<file path="config.mk">
export PLATFORM = sky130hd
export DESIGN_NAME = io_translation_stage_flat
export DESIGN_NICKNAME = d
export VERILOG_FILES = /design/src/dma_pkg.sv /design/src/dma_stage_if.sv /design/src/io_translation_stage.sv /design/src/flat_wrapper.sv
export SDC_FILE = /design/constraint.sdc
export NUM_CORES = 1
export LEC_CHECK = 0
export BUFFER_PORTS_ARGS = -buffer_cell sky130_fd_sc_hd__buf_2
export CORE_ASPECT_RATIO = 0.7
export CORE_MARGIN = 8
export CORE_UTILIZATION = 44
export CTS_BUF_LIST = sky130_fd_sc_hd__clkbuf_2 sky130_fd_sc_hd__clkbuf_4 sky130_fd_sc_hd__clkbuf_8
export CTS_CLUSTER_SIZE = 24
export DETAILED_ROUTE_END_ITERATION = 6
export PLACE_DENSITY_LB_ADDON = 0.05
export RECOVER_POWER = 50
export SYNTH_ARGS = -nofsm -noshare
export SYNTH_HDL_FRONTEND = slang
export SYNTH_SLANG_ARGS = --single-unit
</file>
<file path="constraint.sdc">
create_clock -name clock -period 6.6 [get_ports clock]
set_input_delay 0.66 -clock clock [delete_from_list [all_inputs] [get_ports clock]]
set_output_delay 0.66 -clock clock [all_outputs]
set_load 0.02 [all_outputs]
</file>
<file path="src/dma_pkg.sv">
// DMA endpoint shared definitions
// Sizes of the register file and translation table, and the command opcodes
package dma_pkg;

    // Width of one register word
    localparam int DATA_WIDTH = 20;

    // Channels of the control core, each with its own register window
    localparam int CHANNEL_COUNT = 4;
    localparam int CHANNEL_BITS = 2;
    localparam int REGS_PER_CHANNEL = 64;

    // Logical IO address, also the index and entry width of the translation table
    localparam int IO_ADDR_BITS = 6;

    // Physical register address, channel on top of the translated index
    localparam int REG_ADDR_BITS = CHANNEL_BITS + IO_ADDR_BITS;

    // Command opcodes on the external command port
    // Code 3 is acknowledged and otherwise ignored
    typedef enum logic [1:0] {
        OP_MAP   = 2'd0,
        OP_WRITE = 2'd1,
        OP_READ  = 2'd2
    } cmd_op_t;

endpackage
</file>
<file path="src/dma_stage_if.sv">
// Pipeline link between DMA stages
// Carries one register access with a four-phase req/ack handshake
`timescale 1ns/10ps

interface dma_stage_if import dma_pkg::*; ();

    logic                     req;
    logic                     ack;
    logic                     is_read;
    logic [REG_ADDR_BITS-1:0] reg_addr;
    // On reads, bit 0 set marks an unmapped access
    logic [DATA_WIDTH-1:0]    data;

    modport source (
        output req,
        output is_read,
        output reg_addr,
        output data,
        input  ack
    );

    modport sink (
        input  req,
        input  is_read,
        input  reg_addr,
        input  data,
        output ack
    );

endinterface

</file>
<file path="src/io_translation_stage.sv">
// IO translation stage
// Accepts commands from the external master, maintains the IO translation
// table and forwards translated register accesses to the register bank
`timescale 1ns/10ps

module io_translation_stage import dma_pkg::*; (
    input  logic                    clock,
    input  logic                    reset,
    input  logic                    cmd_req,
    input  cmd_op_t                 cmd_op,
    input  logic [CHANNEL_BITS-1:0] cmd_channel,
    input  logic [IO_ADDR_BITS-1:0] cmd_io_addr,
    input  logic [DATA_WIDTH-1:0]   cmd_data,
    output logic                    cmd_ack,
    dma_stage_if.source             bank_link
);

    typedef enum logic [1:0] {
        LINK_IDLE,
        LINK_REQ,
        LINK_RELEASE
    } link_state_t;

    link_state_t link_state;

    logic [IO_ADDR_BITS-1:0] io_table [REGS_PER_CHANNEL];

    logic [IO_ADDR_BITS-1:0] entry;
    logic                    unmapped;
    logic                    accept;
    logic                    forward;

    logic                     hold_is_read;
    logic [REG_ADDR_BITS-1:0] hold_addr;
    logic [DATA_WIDTH-1:0]    hold_data;

    assign entry = io_table[cmd_io_addr];
    assign unmapped = (entry == '0);

    // A command is taken only while the holding register is empty
    assign accept = cmd_req && !cmd_ack && (link_state == LINK_IDLE);

    // Reads always travel on, writes only through a mapped entry
    assign forward = (cmd_op == OP_READ) || ((cmd_op == OP_WRITE) && !unmapped);

    always_ff @(posedge clock) begin
        if (!reset) begin
            cmd_ack <= 1'b0;
        end else if (accept) begin
            cmd_ack <= 1'b1;
        end else if (!cmd_req) begin
            cmd_ack <= 1'b0;
        end
    end

    // The table comes out of reset transparent, entry i holding i
    always_ff @(posedge clock) begin
        if (!reset) begin
            for (int i = 0; i < REGS_PER_CHANNEL; i++) begin
                io_table[i] <= IO_ADDR_BITS'(i);
            end
        end else if (accept && (cmd_op == OP_MAP)) begin
            io_table[cmd_io_addr] <= cmd_data[IO_ADDR_BITS-1:0];
        end
    end

    always_ff @(posedge clock) begin
        if (!reset) begin
            link_state <= LINK_IDLE;
        end else begin
            case (link_state)
                LINK_IDLE: begin
                    if (accept && forward) begin
                        link_state <= LINK_REQ;
                    end
                end
                LINK_REQ: begin
                    if (bank_link.ack) begin
                        link_state <= LINK_RELEASE;
                    end
                end
                LINK_RELEASE: begin
                    // Holding register frees up once the bank drops ack
                    if (!bank_link.ack) begin
                        link_state <= LINK_IDLE;
                    end
                end
                default: link_state <= LINK_IDLE;
            endcase
        end
    end

    // Physical address is channel * 64 + entry, i.e. a plain concatenation
    always_ff @(posedge clock) begin
        if (accept && forward) begin
            hold_is_read <= (cmd_op == OP_READ);
            hold_addr <= {cmd_channel, entry};
            hold_data <= (cmd_op == OP_READ) ? DATA_WIDTH'(unmapped) : cmd_data;
        end
    end

    assign bank_link.req = (link_state == LINK_REQ);
    assign bank_link.is_read = hold_is_read;
    assign bank_link.reg_addr = hold_addr;
    assign bank_link.data = hold_data;

endmodule

</file>
<file path="src/flat_wrapper.sv">
// flat-port wrapper written by rule: the top's interface ports become plain ports
module io_translation_stage_flat import dma_pkg::*;
  (clock, reset, cmd_req, cmd_op, cmd_channel, cmd_io_addr, cmd_data, cmd_ack, bank_link_req, bank_link_is_read, bank_link_reg_addr, bank_link_data, bank_link_ack);
  dma_stage_if bank_link_i ();
  input  logic clock;
  input  logic reset;
  input  logic cmd_req;
  input  cmd_op_t cmd_op;
  input  logic [CHANNEL_BITS-1:0] cmd_channel;
  input  logic [IO_ADDR_BITS-1:0] cmd_io_addr;
  input  logic [DATA_WIDTH-1:0] cmd_data;
  output logic cmd_ack;
  output wire logic [$bits(bank_link_i.req)-1:0] bank_link_req;
  output wire logic [$bits(bank_link_i.is_read)-1:0] bank_link_is_read;
  output wire logic [$bits(bank_link_i.reg_addr)-1:0] bank_link_reg_addr;
  output wire logic [$bits(bank_link_i.data)-1:0] bank_link_data;
  input wire logic [$bits(bank_link_i.ack)-1:0] bank_link_ack;
  assign bank_link_req = bank_link_i.req;
  assign bank_link_is_read = bank_link_i.is_read;
  assign bank_link_reg_addr = bank_link_i.reg_addr;
  assign bank_link_data = bank_link_i.data;
  assign bank_link_i.ack = bank_link_ack;
  io_translation_stage u_core (.clock(clock), .reset(reset), .cmd_req(cmd_req), .cmd_op(cmd_op), .cmd_channel(cmd_channel), .cmd_io_addr(cmd_io_addr), .cmd_data(cmd_data), .cmd_ack(cmd_ack), .bank_link(bank_link_i));
endmodule
</file>
==> reports/metrics.cfg <==
[clock_network]
hold_buffers = 0
cts_buffers = 67
cts.path.max_buffers = 3
cts_setup_buffers = 0
cts_root_buf = clkbuf_8
cts.sink_count = 416
cts_resized = 0
clkTransAtPathRegs_ns = 0.06
cts_htree_levels = 3
clock_latency_ns = 0.62
cts_tree = yes

[floorplanning]
fp.dieArea_um2 = 51900
num_io_pins = 65
die_width_um = 269
rows = 65
die_h_um = 193
coreArea_um2 = 44600
initial_core_util = 0.441

[synthesis]
synth_area_leaders = edfxtp_1, and3_1, or3_1
seq_area_frac_synth = 0.633
synth_area_per_cell_um2 = 13.2
synth-edff-count = 413
syn_nets = 1526
async_flop_share = 0
synth.top_cell.area_share = 0.630
synth_cell_type_count = 70
synth_ff_type = edfxtp_1
synth-seq-cells = 416
synthesis.area_um2 = 19700
yosys.area.top_type = edfxtp_1
syn_inst = 1492
yosys_warnings = 0

[sta]
period_needed_ns = 5.40
relSlewSlack = -1.66
min_period_over_period = 0.818
max_freq_mhz = 185
tightestPinTransition_ns = 3.99
final-setup-viol-count = 0
fin_worst_skew_ns = 0.0227
hold_viol_final = 0
slew_viol_final = 291
rsz0062_at_grt = false
whs_ns = 0.221
fin_tns_setup_ns = 0

[final_layout]
finalNonFillerCells = 2132
finalNetCount = 1518
final_core_util = 0.480
syn_to_final_growth_pct = 8.82
final_common_cell = edfxtp_1
layout-drive-gt1-share = 0.155
final_cell_mix = edfxtp_1, and3_1, or3_1, o21ai_0, clkbuf_8

[outcome]
run_status = complete, but fails checks
violations = max-capacitance violations, max-slew violations

[placement]
dp.cells = 2018
portBuffers = 64
place_hpwl_um = 40900
gp_congestion = 0.887

[worst_setup_path]
cp.required_ns = 7.07
cp_max_fo = 54
arrival_ns = 5.87
crit_type = primary input to flip-flop
start_kind = primary input
endpoint_kind = flip-flop

[worst_hold_path]
hold_class = primary input to flip-flop

[drt]
ant_nets = 0
post_drt_via_cell_ratio = 6.37
wl_per_cell_um = 32.5
wirelength_um = 69200
firstDrtPassIters = 6
drtIter0Drc = 1706
num_vias = 13588
route.detailed.drc = 0

[global_routing]
grt_pass1_vias = 13121
grt-ovfl-total = 0
grt_usage = 0.264
antenna_found_initial = 5
grt_pass1_wl_um = 98200
grt_max_degree = 69

[pwr]
totalPowerFinal_mw = 5.62
power.density_nw_per_um2 = 262
p_leak_nw = 7.17
ir_drop_mv = 0.146

[run]
cap_violations = 8

## worst paths after layout
kind	slack [ns]	cells past startpoint	end	startpoint
worst max-delay path	1.20	5	u_core.io_table[40][4]	cmd_io_addr[2]
worst min-delay path	0.22	1	u_core.bank_link.reg_addr[6]	cmd_channel[0]
worst min register to register	0.52	1	u_core.cmd_ack	u_core.cmd_ack
worst max register to register	1.65	6	u_core.io_table[40][4]	u_core.cmd_ack
## state kept, by name, indices dropped and copies added, names as in the netlist
signal	cells
u_core.bank_link.data	20
u_core.link_state	2
u_core.io_table	384
u_core.bank_link.reg_addr	8
u_core.cmd_ack	1
u_core.bank_link.is_read	1
## power breakdown
| group | internal, mW | total, mW | switching, mW | leakage (nW) |
|---|---|---|---|---|
| sequential | 2.96 | 2.98 | 0.0214 | 3.61 |
| clock | 1.12 | 2.17 | 1.05 | 0.652 |
| combinational | 0.118 | 0.468 | 0.351 | 2.92 |
## cell type report
cell class	instances	area, µm²
fillers	3928	23200
flip-flops and latches	416	12500
multi-input cells	880	6340
clock buffers	96	1160
well taps	603	754
repair buffers	113	617
clock inverters	15	62.6
inverters	6	22.5
diodes	3	7.51
## metrics by stage
stage / instance area [µm²] / setup slack, ns
finish: 21400 / 1.20
global route: 21400 / 1.22
CTS: 21600 / 2.35
detailed placement: 20300 / 1.70
global placement: 20300 / 1.71
floorplan: 19700 / 1.67
## synthesized netlist by cell type, types with 4 or more instances
cell and number:
a21oi_1 18, nor3_1 9, nor2b_1 7, or3_1 194
edfxtp_1 413, nand2_1 25, nand3b_1 7, and3b_1 4
buf_6 13, buf_4 7, o2bb2ai_1 4, and2_1 21
buf_1 12, o221ai_1 6, a211oi_1 4, nor2_1 23
a22oi_1 37, nand2b_1 6, mux2i_1 67, nand3_1 14
mux4_2 24, o211ai_1 4, clkbuf_1 131, nor3b_1 5
a221oi_1 23, or3b_2 8, o21ai_0 78, and3_1 196
mux2_2 20, buf_2 25, o22ai_1 12, inv_1 5
## worst max-delay path, stage by stage
cell and delay (ns):
buf_6 0.22, clkbuf_2 1.03, or3_1 0.76, nor2_1 2.60, and3_1 0.41
## routing by layer
layer	global-route usage	vias to the layer above	part of all wire	wire length [µm]
met3	0.0779	110	0.13	8820
li1	-	5769	-	-
met4	0.0676	6	0.023	1610
met1	0.397	6881	0.43	29900
met2	0.369	822	0.42	28800
met5	0	-	0.00064	44
## cells by family after synthesis
family | share of synthesized area
simple gates | 0.169
flops | 0.633
compound gates | 0.0776
buf+inv | 0.0454
mux | 0.0741
xor+xnor | 0.000889
Power figures use the tool's default switching activity.
