===== config.mk =====
export PLATFORM = sky130hd
export DESIGN_NAME = read_response_stage
export DESIGN_NICKNAME = d
export VERILOG_FILES = /design/src/dma_pkg.sv /design/src/read_response_stage.sv
export SDC_FILE = /design/constraint.sdc
export NUM_CORES = 1
export LEC_CHECK = 0
export BUFFER_PORTS_ARGS = -buffer_cell sky130_fd_sc_hd__buf_2
export CORE_MARGIN = 5
export CORE_UTILIZATION = 40
export CTS_BUF_LIST = sky130_fd_sc_hd__clkbuf_8
export CTS_CLUSTER_DIAMETER = 50
export DETAILED_ROUTE_END_ITERATION = 10
export GPL_ROUTABILITY_DRIVEN = 0
export PLACE_DENSITY_LB_ADDON = 0.3
export SLEW_MARGIN = 5
export SYNTH_ARGS = -nofsm -noshare
export SYNTH_HDL_FRONTEND = slang
export SYNTH_SLANG_ARGS = --single-unit

===== constraint.sdc =====
create_clock -name clock -period 3.4 [get_ports clock]
set_input_delay 0.85 -clock clock [delete_from_list [all_inputs] [get_ports clock]]
set_output_delay 0.85 -clock clock [all_outputs]
set_load 0.05 [all_outputs]

===== src/dma_pkg.sv =====
// DMA endpoint shared definitions
// Sizes of the register file and translation table, and the command opcodes
package dma_pkg;

    // Width of one register word
    localparam int DATA_WIDTH = 20;

    // Channels of the control core, each with its own register window
    localparam int CHANNEL_COUNT = 4;
    localparam int CHANNEL_BITS = 2;
    localparam int REGS_PER_CHANNEL = 64;

    // Logical IO address, also the index and entry width of the translation table
    localparam int IO_ADDR_BITS = 6;

    // Physical register address, channel on top of the translated index
    localparam int REG_ADDR_BITS = CHANNEL_BITS + IO_ADDR_BITS;

    // Command opcodes on the external command port
    // Code 3 is acknowledged and otherwise ignored
    typedef enum logic [1:0] {
        OP_MAP   = 2'd0,
        OP_WRITE = 2'd1,
        OP_READ  = 2'd2
    } cmd_op_t;

endpackage

===== src/read_response_stage.sv =====
// Read response stage
// Buffers one read result and presents it on the external response port
`timescale 1ns/10ps

module read_response_stage import dma_pkg::*; (
    input  logic                  clock,
    input  logic                  reset,
    input  logic                  read_req,
    input  logic [DATA_WIDTH-1:0] read_data,
    output logic                  read_ack,
    output logic                  rsp_req,
    output logic [DATA_WIDTH-1:0] rsp_data,
    input  logic                  rsp_ack
);

    typedef enum logic [1:0] {RD_IDLE, RD_LATCHED, RD_ACK} rd_state_t;
    typedef enum logic [1:0] {RSP_IDLE, RSP_REQ, RSP_WAIT} rsp_state_t;

    rd_state_t  rd_state;
    rsp_state_t rsp_state;

    logic latch;

    // Buffer is free again only once the master has released rsp_ack
    assign latch = read_req && (rd_state == RD_IDLE) && (rsp_state == RSP_IDLE);

    always_ff @(posedge clock) begin
        if (!reset) begin
            rd_state <= RD_IDLE;
            rsp_state <= RSP_IDLE;
        end else begin
            case (rd_state)
                RD_IDLE:    if (latch) rd_state <= RD_LATCHED;
                RD_LATCHED: rd_state <= RD_ACK;
                RD_ACK:     if (!read_req) rd_state <= RD_IDLE;
                default:    rd_state <= RD_IDLE;
            endcase
            case (rsp_state)
                RSP_IDLE: if (latch) rsp_state <= RSP_REQ;
                RSP_REQ:  if (rsp_ack) rsp_state <= RSP_WAIT;
                RSP_WAIT: if (!rsp_ack) rsp_state <= RSP_IDLE;
                default:  rsp_state <= RSP_IDLE;
            endcase
        end
    end

    always_ff @(posedge clock) begin
        if (latch) begin
            rsp_data <= read_data;
        end
    end

    assign read_ack = (rd_state == RD_ACK);
    assign rsp_req = (rsp_state == RSP_REQ);

endmodule


==> summary.md, run 1 <==
| Metric | Value |
|---|---|
| Post-synth cell types | 11 |
| Slowest CP cell | or4b_4 |
| Required time of the critical path | ~3.4 ns |
| Avg Cell Area, Syn | between 20 and 25 um^2 |
| Antenna violations before repair | 0 |
| First-pass GRT wire length | about 1700 um |
| Slowest stage delay, CP | 0.47 ns |
| Most frequent cells in the layout | buf_2 (45), edfxtp_1 (20), dfxtp_1 (4) |
| Die area | approximately 2900 um^2 |
| Most common cell after layout, fill and taps aside | buf_2 |
| Sw power | about 180 uW |
| Placeable Area | about 1800 um^2 |
| Root Buffer | clkbuf_8 |
| Via count | slightly below 500 |
| Final min period | 2.11 ns |
| Die Wd | 53.9 um |
| Outcome | finished, final reports clean |
| Worst setup SP type | input pin |
| Largest net degree at the start of global routing | 16 |
| Post-layout net count | 112 |
| Cells along the critical path | buf_2, or4b_4, nor2_1, buf_4 |
| Pre-antenna DRT Iters | 2 |
| Clock share of power | 0.236 |
| I/O Buffers | between 40 and 50 |
| Ys Warns | 0 |
| CTS Buffer Depth | 2 |
| CTS tree | built |
| Worst slew pin tran | between 0.4 and 0.5 ns |
| CP bufs+invs | 2 |
| Die Ht | 53.9 um |
| Max Fclk | about 0.47 GHz |
| Seq/Total Area, Yosys | 0.882 |
| Fin crit share | 0.620 |
| Starting DRT DRC Count | 4 |
| Crit-path leading delay family | simple AND/OR/NAND/NOR gates |
| Data arrival, critical path | approximately 2.1 ns |
| Yosys reg bits | 24 |
| Worst-path maximum fanout | 15 |
| DRC Markers | 0 |
| Worst skew pair latency | between 0.2 and 0.3 ns |
| Top Ports | 46 |
| Net Sw Frac | 0.285 |
| Internal power | around 460 uW |
| Syn-to-layout area delta | 39.5% |
| Hold Crit Class | reg -> reg |
| # H-tree levels | 1 |
| Synthesized Nets | a little over 60 |
| Wirelength per Cell | 12.3 um |
| Total CTS buffers | 3 |
| Post-synthesis simple-gate area fraction | 0.0859 |
| RSZ-0062 raised after global routing | false |
| Lkg Pwr | ~0.47 nW |
| Filler cells | around 150 |
| Gate Count Post-Synth | 37 |
| Postcts setup bufs | 0 |
| Vias in the first global route | between 400 and 500 |
| Sequential share of power | 0.554 |
| Rows | 15 |
| TNS Setup | 0 ns |
| Grt total ovfl | 0 |
| Hold-fix buffers, CTS | 0 |
| Post-synthesis adder-cell area fraction | 0 |
| Synth Area in Compound Gates | 0.0211 |
| Min Hold Slack | 0.510 ns |
| PostCTS Resize Cnt | 0 |
| Worst setup path class | in -> reg |
| XOR/XNOR Fraction of Synth Area | 0.0113 |
| Final wirelength | 1370 um |
| Slew margin rel. | 0.716 |
| Fin Clk Skew | 0.00150 ns |
| Post-synthesis mux area share | 0 |
| Ant. Diodes | 0 |
| Max VDD drop | around 0.26 mV |
| CTS sink count | 24 |
| Largest family of logic cells by synthesized area | simple AND/OR/NAND/NOR gates |
| Initial core utilization | 0.433 |
| GRT Total Usage | 0.0923 |
| PnR Total Power | roughly 640 uW |
| Endpoints failing hold | 0 |
| Clock transition at the registers of the reported paths | around 0.070 ns |
| Cell Area, Synth | 772 um^2 |
| CP Capture Type | register |
| Max-cap viol count | 0 |
| Layout cells sized above 1 | 0.593 |
| DR vias/cell | 4.37 |
| Final Setup Violations | 0 |
| Final slew viol count | 0 |
| Antenna Nets Post-Route | 0 |
| Combinational share of power | 0.210 |
| PwrDens | 597 nW/um^2 |
-- registers in the layout, summed over array words and instances (netlist names) --
| name | count |
|---|---|
| rd_state | 2 |
| rsp_data | 20 |
| rsp_state | 2 |
-- worst register-to-register path, stage by stage, from the launching register on --
cell     delay [ns]
dfxtp_1        0.33
or4b_4         0.55
nor2_1         0.36
buf_4          0.30
-- metal layers --
metal	wire (um)	part of all wire	global-route usage	up-vias
met3	171	0.12	0.0249	4
met5	0	0	0	-
met4	37	0.027	0.0894	0
li1	-	-	-	236
met2	715	0.52	0.169	30
met1	445	0.33	0.0766	215
-- cells in the mapped netlist --
library cell / number / area (um^2)
edfxtp_1: 20 / 601
dfxtp_1: 4 / 80.1
nand2b_1: 3 / 18.8
nor2_1: 2 / 7.51
nor2b_1: 2 / 12.5
a21boi_1: 1 / 7.51
a21oi_2: 1 / 8.76
and3_1: 1 / 6.26
nand3b_1: 1 / 7.51
or4b_4: 1 / 13.8
xor2_1: 1 / 8.76
-- final timing paths --
path | cells past startpoint | startpoint | endpoint | slack [ns]
worst min register to register | 2 | rd_state[0] | rd_state[1] | 0.51
worst min-delay path | 2 | rd_state[0] | rd_state[1] | 0.51
worst max register to register | 3 | rd_state[1] | rsp_data[16] | 1.55
worst max-delay path | 4 | read_req | rsp_data[16] | 1.29
-- cells by family after synthesis --
family	Yosys count
xor+xnor	1
compound gates	2
simple gates	10
flops	24
-- stage by stage --
stage / setup WS, ns / area (um^2) / utilization / instances
2_1_floorplan: 0.809 / 772 / - / 37
5_1_grt: 1.25 / 1080 / 0.604 / 111
3_3_place_gp: 1.01 / 1040 / 0.581 / 108
3_5_place_dp: 1.02 / 1040 / 0.581 / 108
6_report: 1.29 / 1080 / 0.604 / 111
4_1_cts: 1.29 / 1080 / 0.604 / 111
-- final cells by class --
| class | count | area [um^2] | share of cell area |
|---|---|---|---|
| flip-flops and latches | 24 | 681 | 0.632 |
| repair buffers | 46 | 233 | 0.216 |
| multi-input cells | 13 | 91.3 | 0.0848 |
| clock buffers | 3 | 41.3 | 0.0383 |
| well taps | 25 | 31.3 | 0.0290 |
-- power by group through the flow --
stage                     sequential (mW)  combinational (mW)  clock, mW
final                               0.357               0.135      0.152
after global routing                0.358               0.141      0.169
after CTS                           0.357               0.136      0.157
after detailed placement            0.364               0.136          0
after global placement              0.363               0.135          0
after floorplan                     0.436              0.0254          0
Power figures use the tool's default switching activity.
==> inputs of run 2 (changes only) <==
--- a/config.mk
+++ b/config.mk
@@ -7,7 +7,7 @@
 export LEC_CHECK = 0
 export BUFFER_PORTS_ARGS = -buffer_cell sky130_fd_sc_hd__buf_2
 export CORE_MARGIN = 5
-export CORE_UTILIZATION = 40
+export CORE_UTILIZATION = 39
 export CTS_BUF_LIST = sky130_fd_sc_hd__clkbuf_8
 export CTS_CLUSTER_DIAMETER = 50
 export DETAILED_ROUTE_END_ITERATION = 10
==> constraint.sdc (replaced) <==
create_clock -name clock -period 1.85 [get_ports clock]
set_input_delay 0.4625 -clock clock [delete_from_list [all_inputs] [get_ports clock]]
set_output_delay 0.4625 -clock clock [all_outputs]
set_load 0.05 [all_outputs]
==> run 2 against run 1 <==
  * Sequential share of layout area down 1.5 points
  * Global-route usage down 0.26 points
  * Critical path depth down 2
  * Via count down 2.7%
  * Final cell count up 2.7%
  * Largest cell class unchanged
==> summary.md, run 2 (same netlist as run 1, synthesis figures left out) <==
| Metric | Value |
|---|---|
| Outcome | finished, final reports clean |
| Antenna violations before repair | 0 (unchanged) |
| Die area | 2970 um^2 (+2.1%) |
| Lkg Pwr | 0.480 nW (+2.1%) |
| RSZ-0062 raised after global routing | false |
| # H-tree levels | 1 (unchanged) |
| Ant. Diodes | 0 (unchanged) |
| CTS Buffer Depth | 2 (unchanged) |
| Most common cell after layout, fill and taps aside | buf_2 |
| PostCTS Resize Cnt | 0 (unchanged) |
| Internal power | 856 uW (+86%) |
| DRC Markers | 0 (unchanged) |
| Vias in the first global route | 433 (-3.3%) |
| Most frequent cells in the layout | buf_2 (45), edfxtp_1 (20), dfxtp_1 (4) |
| Slew margin rel. | 0.827 (+0.111) |
| Pre-antenna DRT Iters | 2 (unchanged) |
| Grt total ovfl | 0 (unchanged) |
| Regs by FF count | rsp_data: 20 flops, rd_state: 2 flops, rsp_state: 2 flops |
| Placeable Area | 1920 um^2 (+7.8%) |
| Max VDD drop | 0.481 mV (+82%) |
| Initial core utilization | 0.402 (-0.0313) |
| Antenna Nets Post-Route | 0 (unchanged) |
| CP Capture Type | output pin |
| PnR Total Power | 1.21 mW (+87%) |
| Total CTS buffers | 3 (unchanged) |
| Sw power | 351 uW (+91%) |
| Via count | 472 (-2.7%) |
| I/O Buffers | 45 (unchanged) |
| Starting DRT DRC Count | 4 (unchanged) |
| Worst-path maximum fanout | 4 (-11) |
| Syn-to-layout area delta | 43.0% |
| DP Wirelength | between 1000 and 1500 um |
| CTS tree | built |
| Clock transition at the registers of the reported paths | 0.08 ns (about the same) |
| Worst slew pin tran | 0.261 ns (-0.164 ns) |
| Top Ports | 46 (unchanged) |
| First-pass GRT wire length | 1830 um (+4.8%) |
| Worst setup path class | reg -> out |
| Rows | 16 (+1) |
| Final Setup Violations | 0 (unchanged) |
| Postcts setup bufs | 0 (unchanged) |
| PwrDens | 1090 nW/um^2 (+83%) |
| Fin crit share | 0.814 |
| Die Ht | 54.5 um (+1.0%) |
| Hold Crit Class | in -> reg |
| Biggest register | rsp_data |
| Wirelength per Cell | 12.2 um (-1.3%) |
| Post-layout net count | 112 (unchanged) |
| Required time of the critical path | 1.39 ns (-1.97 ns) |
| Final min period | ~1.5 ns |
| Die Wd | 54.5 um (+1.0%) |
| Worst setup SP type | register |
| Largest net degree at the start of global routing | 21 (+5) |
| Sequential share of power | 0.542 (-0.012) |
| Endpoints failing hold | 0 (unchanged) |
| TNS Setup | 0 ns (unchanged) |
| Combinational share of power | 0.216 (+0.006) |
| Data arrival, critical path | 1.04 ns (-1.02 ns) |
| Fin Clk Skew | 0.00521 ns (+0.00371 ns) |
| DR vias/cell | 4.14 (-5.2%) |
| Hold-fix buffers, CTS | 0 (unchanged) |
| Final slew viol count | 0 (unchanged) |
| Max-cap viol count | 0 (unchanged) |
| Layout cells sized above 1 | 0.598 (+0.00468) |
| Worst skew pair latency | 0.25 ns (about the same) |
| Clock share of power | 0.242 (+0.006) |
| Max FFs per register | 20 (unchanged) |
| Final wirelength | 1390 um (+1.4%) |
| Root Buffer | clkbuf_8 |
| Net Sw Frac | 0.291 (+0.00513) |
| CTS sink count | 24 (unchanged) |
| GRT Total Usage | 0.0897 (-0.00260) |
| Max Fclk | between 0.6 and 0.7 GHz |
==> run 2: changes by cell type in the layout (fill, tap and decap cells not counted), sizes merged <==
cell / delta
inv: +1
==> run 2: layer usage <==
layer,global-route usage,routed length (um),vias to the layer above
met5,0,0,-
met4,0.0373,0,0
met3,0.0272,122,0
met2,0.155,724,23
met1,0.102,542,212
li1,-,-,237
==> run 2: stage by stage <==
step | hold WS (ns) | cells | util | area [um^2] | setup slack [ns]
after floorplan | 0.470 | 37 | - | 779 | 0.195
after global placement | 0.485 | 110 | 0.551 | 1060 | 0.227
after detailed placement | 0.496 | 110 | 0.551 | 1060 | 0.213
after CTS | 0.372 | 114 | 0.574 | 1100 | 0.331
after global routing | 0.364 | 114 | 0.574 | 1100 | 0.305
final | 0.377 | 114 | 0.574 | 1100 | 0.344
==> run 2: final cells by class <==
type	count	area, um^2
repair buffers	46	245
flip-flops and latches	24	681
clock inverters	1	3.75
fillers	165	818
multi-input cells	13	98.8
well taps	27	33.8
clock buffers	3	41.3
==> run 2: critical path, stage by stage, from the launching register on <==
cell and delay (ns):
dfxtp_1 0.38, nor2b_1 0.14, buf_2 0.27
==> run 2: power groups by stage <==
stage / clock [mW] / combinational [mW] / sequential (mW)
5_1_grt: 0.326 / 0.273 / 0.658
3_3_place_gp: 0 / 0.262 / 0.666
4_1_cts: 0.303 / 0.263 / 0.655
2_1_floorplan: 0 / 0.0496 / 0.801
3_5_place_dp: 0 / 0.262 / 0.667
6_report: 0.292 / 0.260 / 0.654
==> run 2: worst paths after layout <==
| path | cells past startpoint | slack [ns] | from | endpoint |
|---|---|---|---|---|
| setup reg to reg | 3 | 0.38 | rd_state[1] | rsp_data[15] |
| setup / recovery | 2 | 0.34 | rsp_state[0] | rsp_req |
| hold reg to reg | 2 | 0.51 | rd_state[0] | rd_state[1] |
| hold / removal | 1 | 0.38 | read_data[7] | rsp_data[7] |
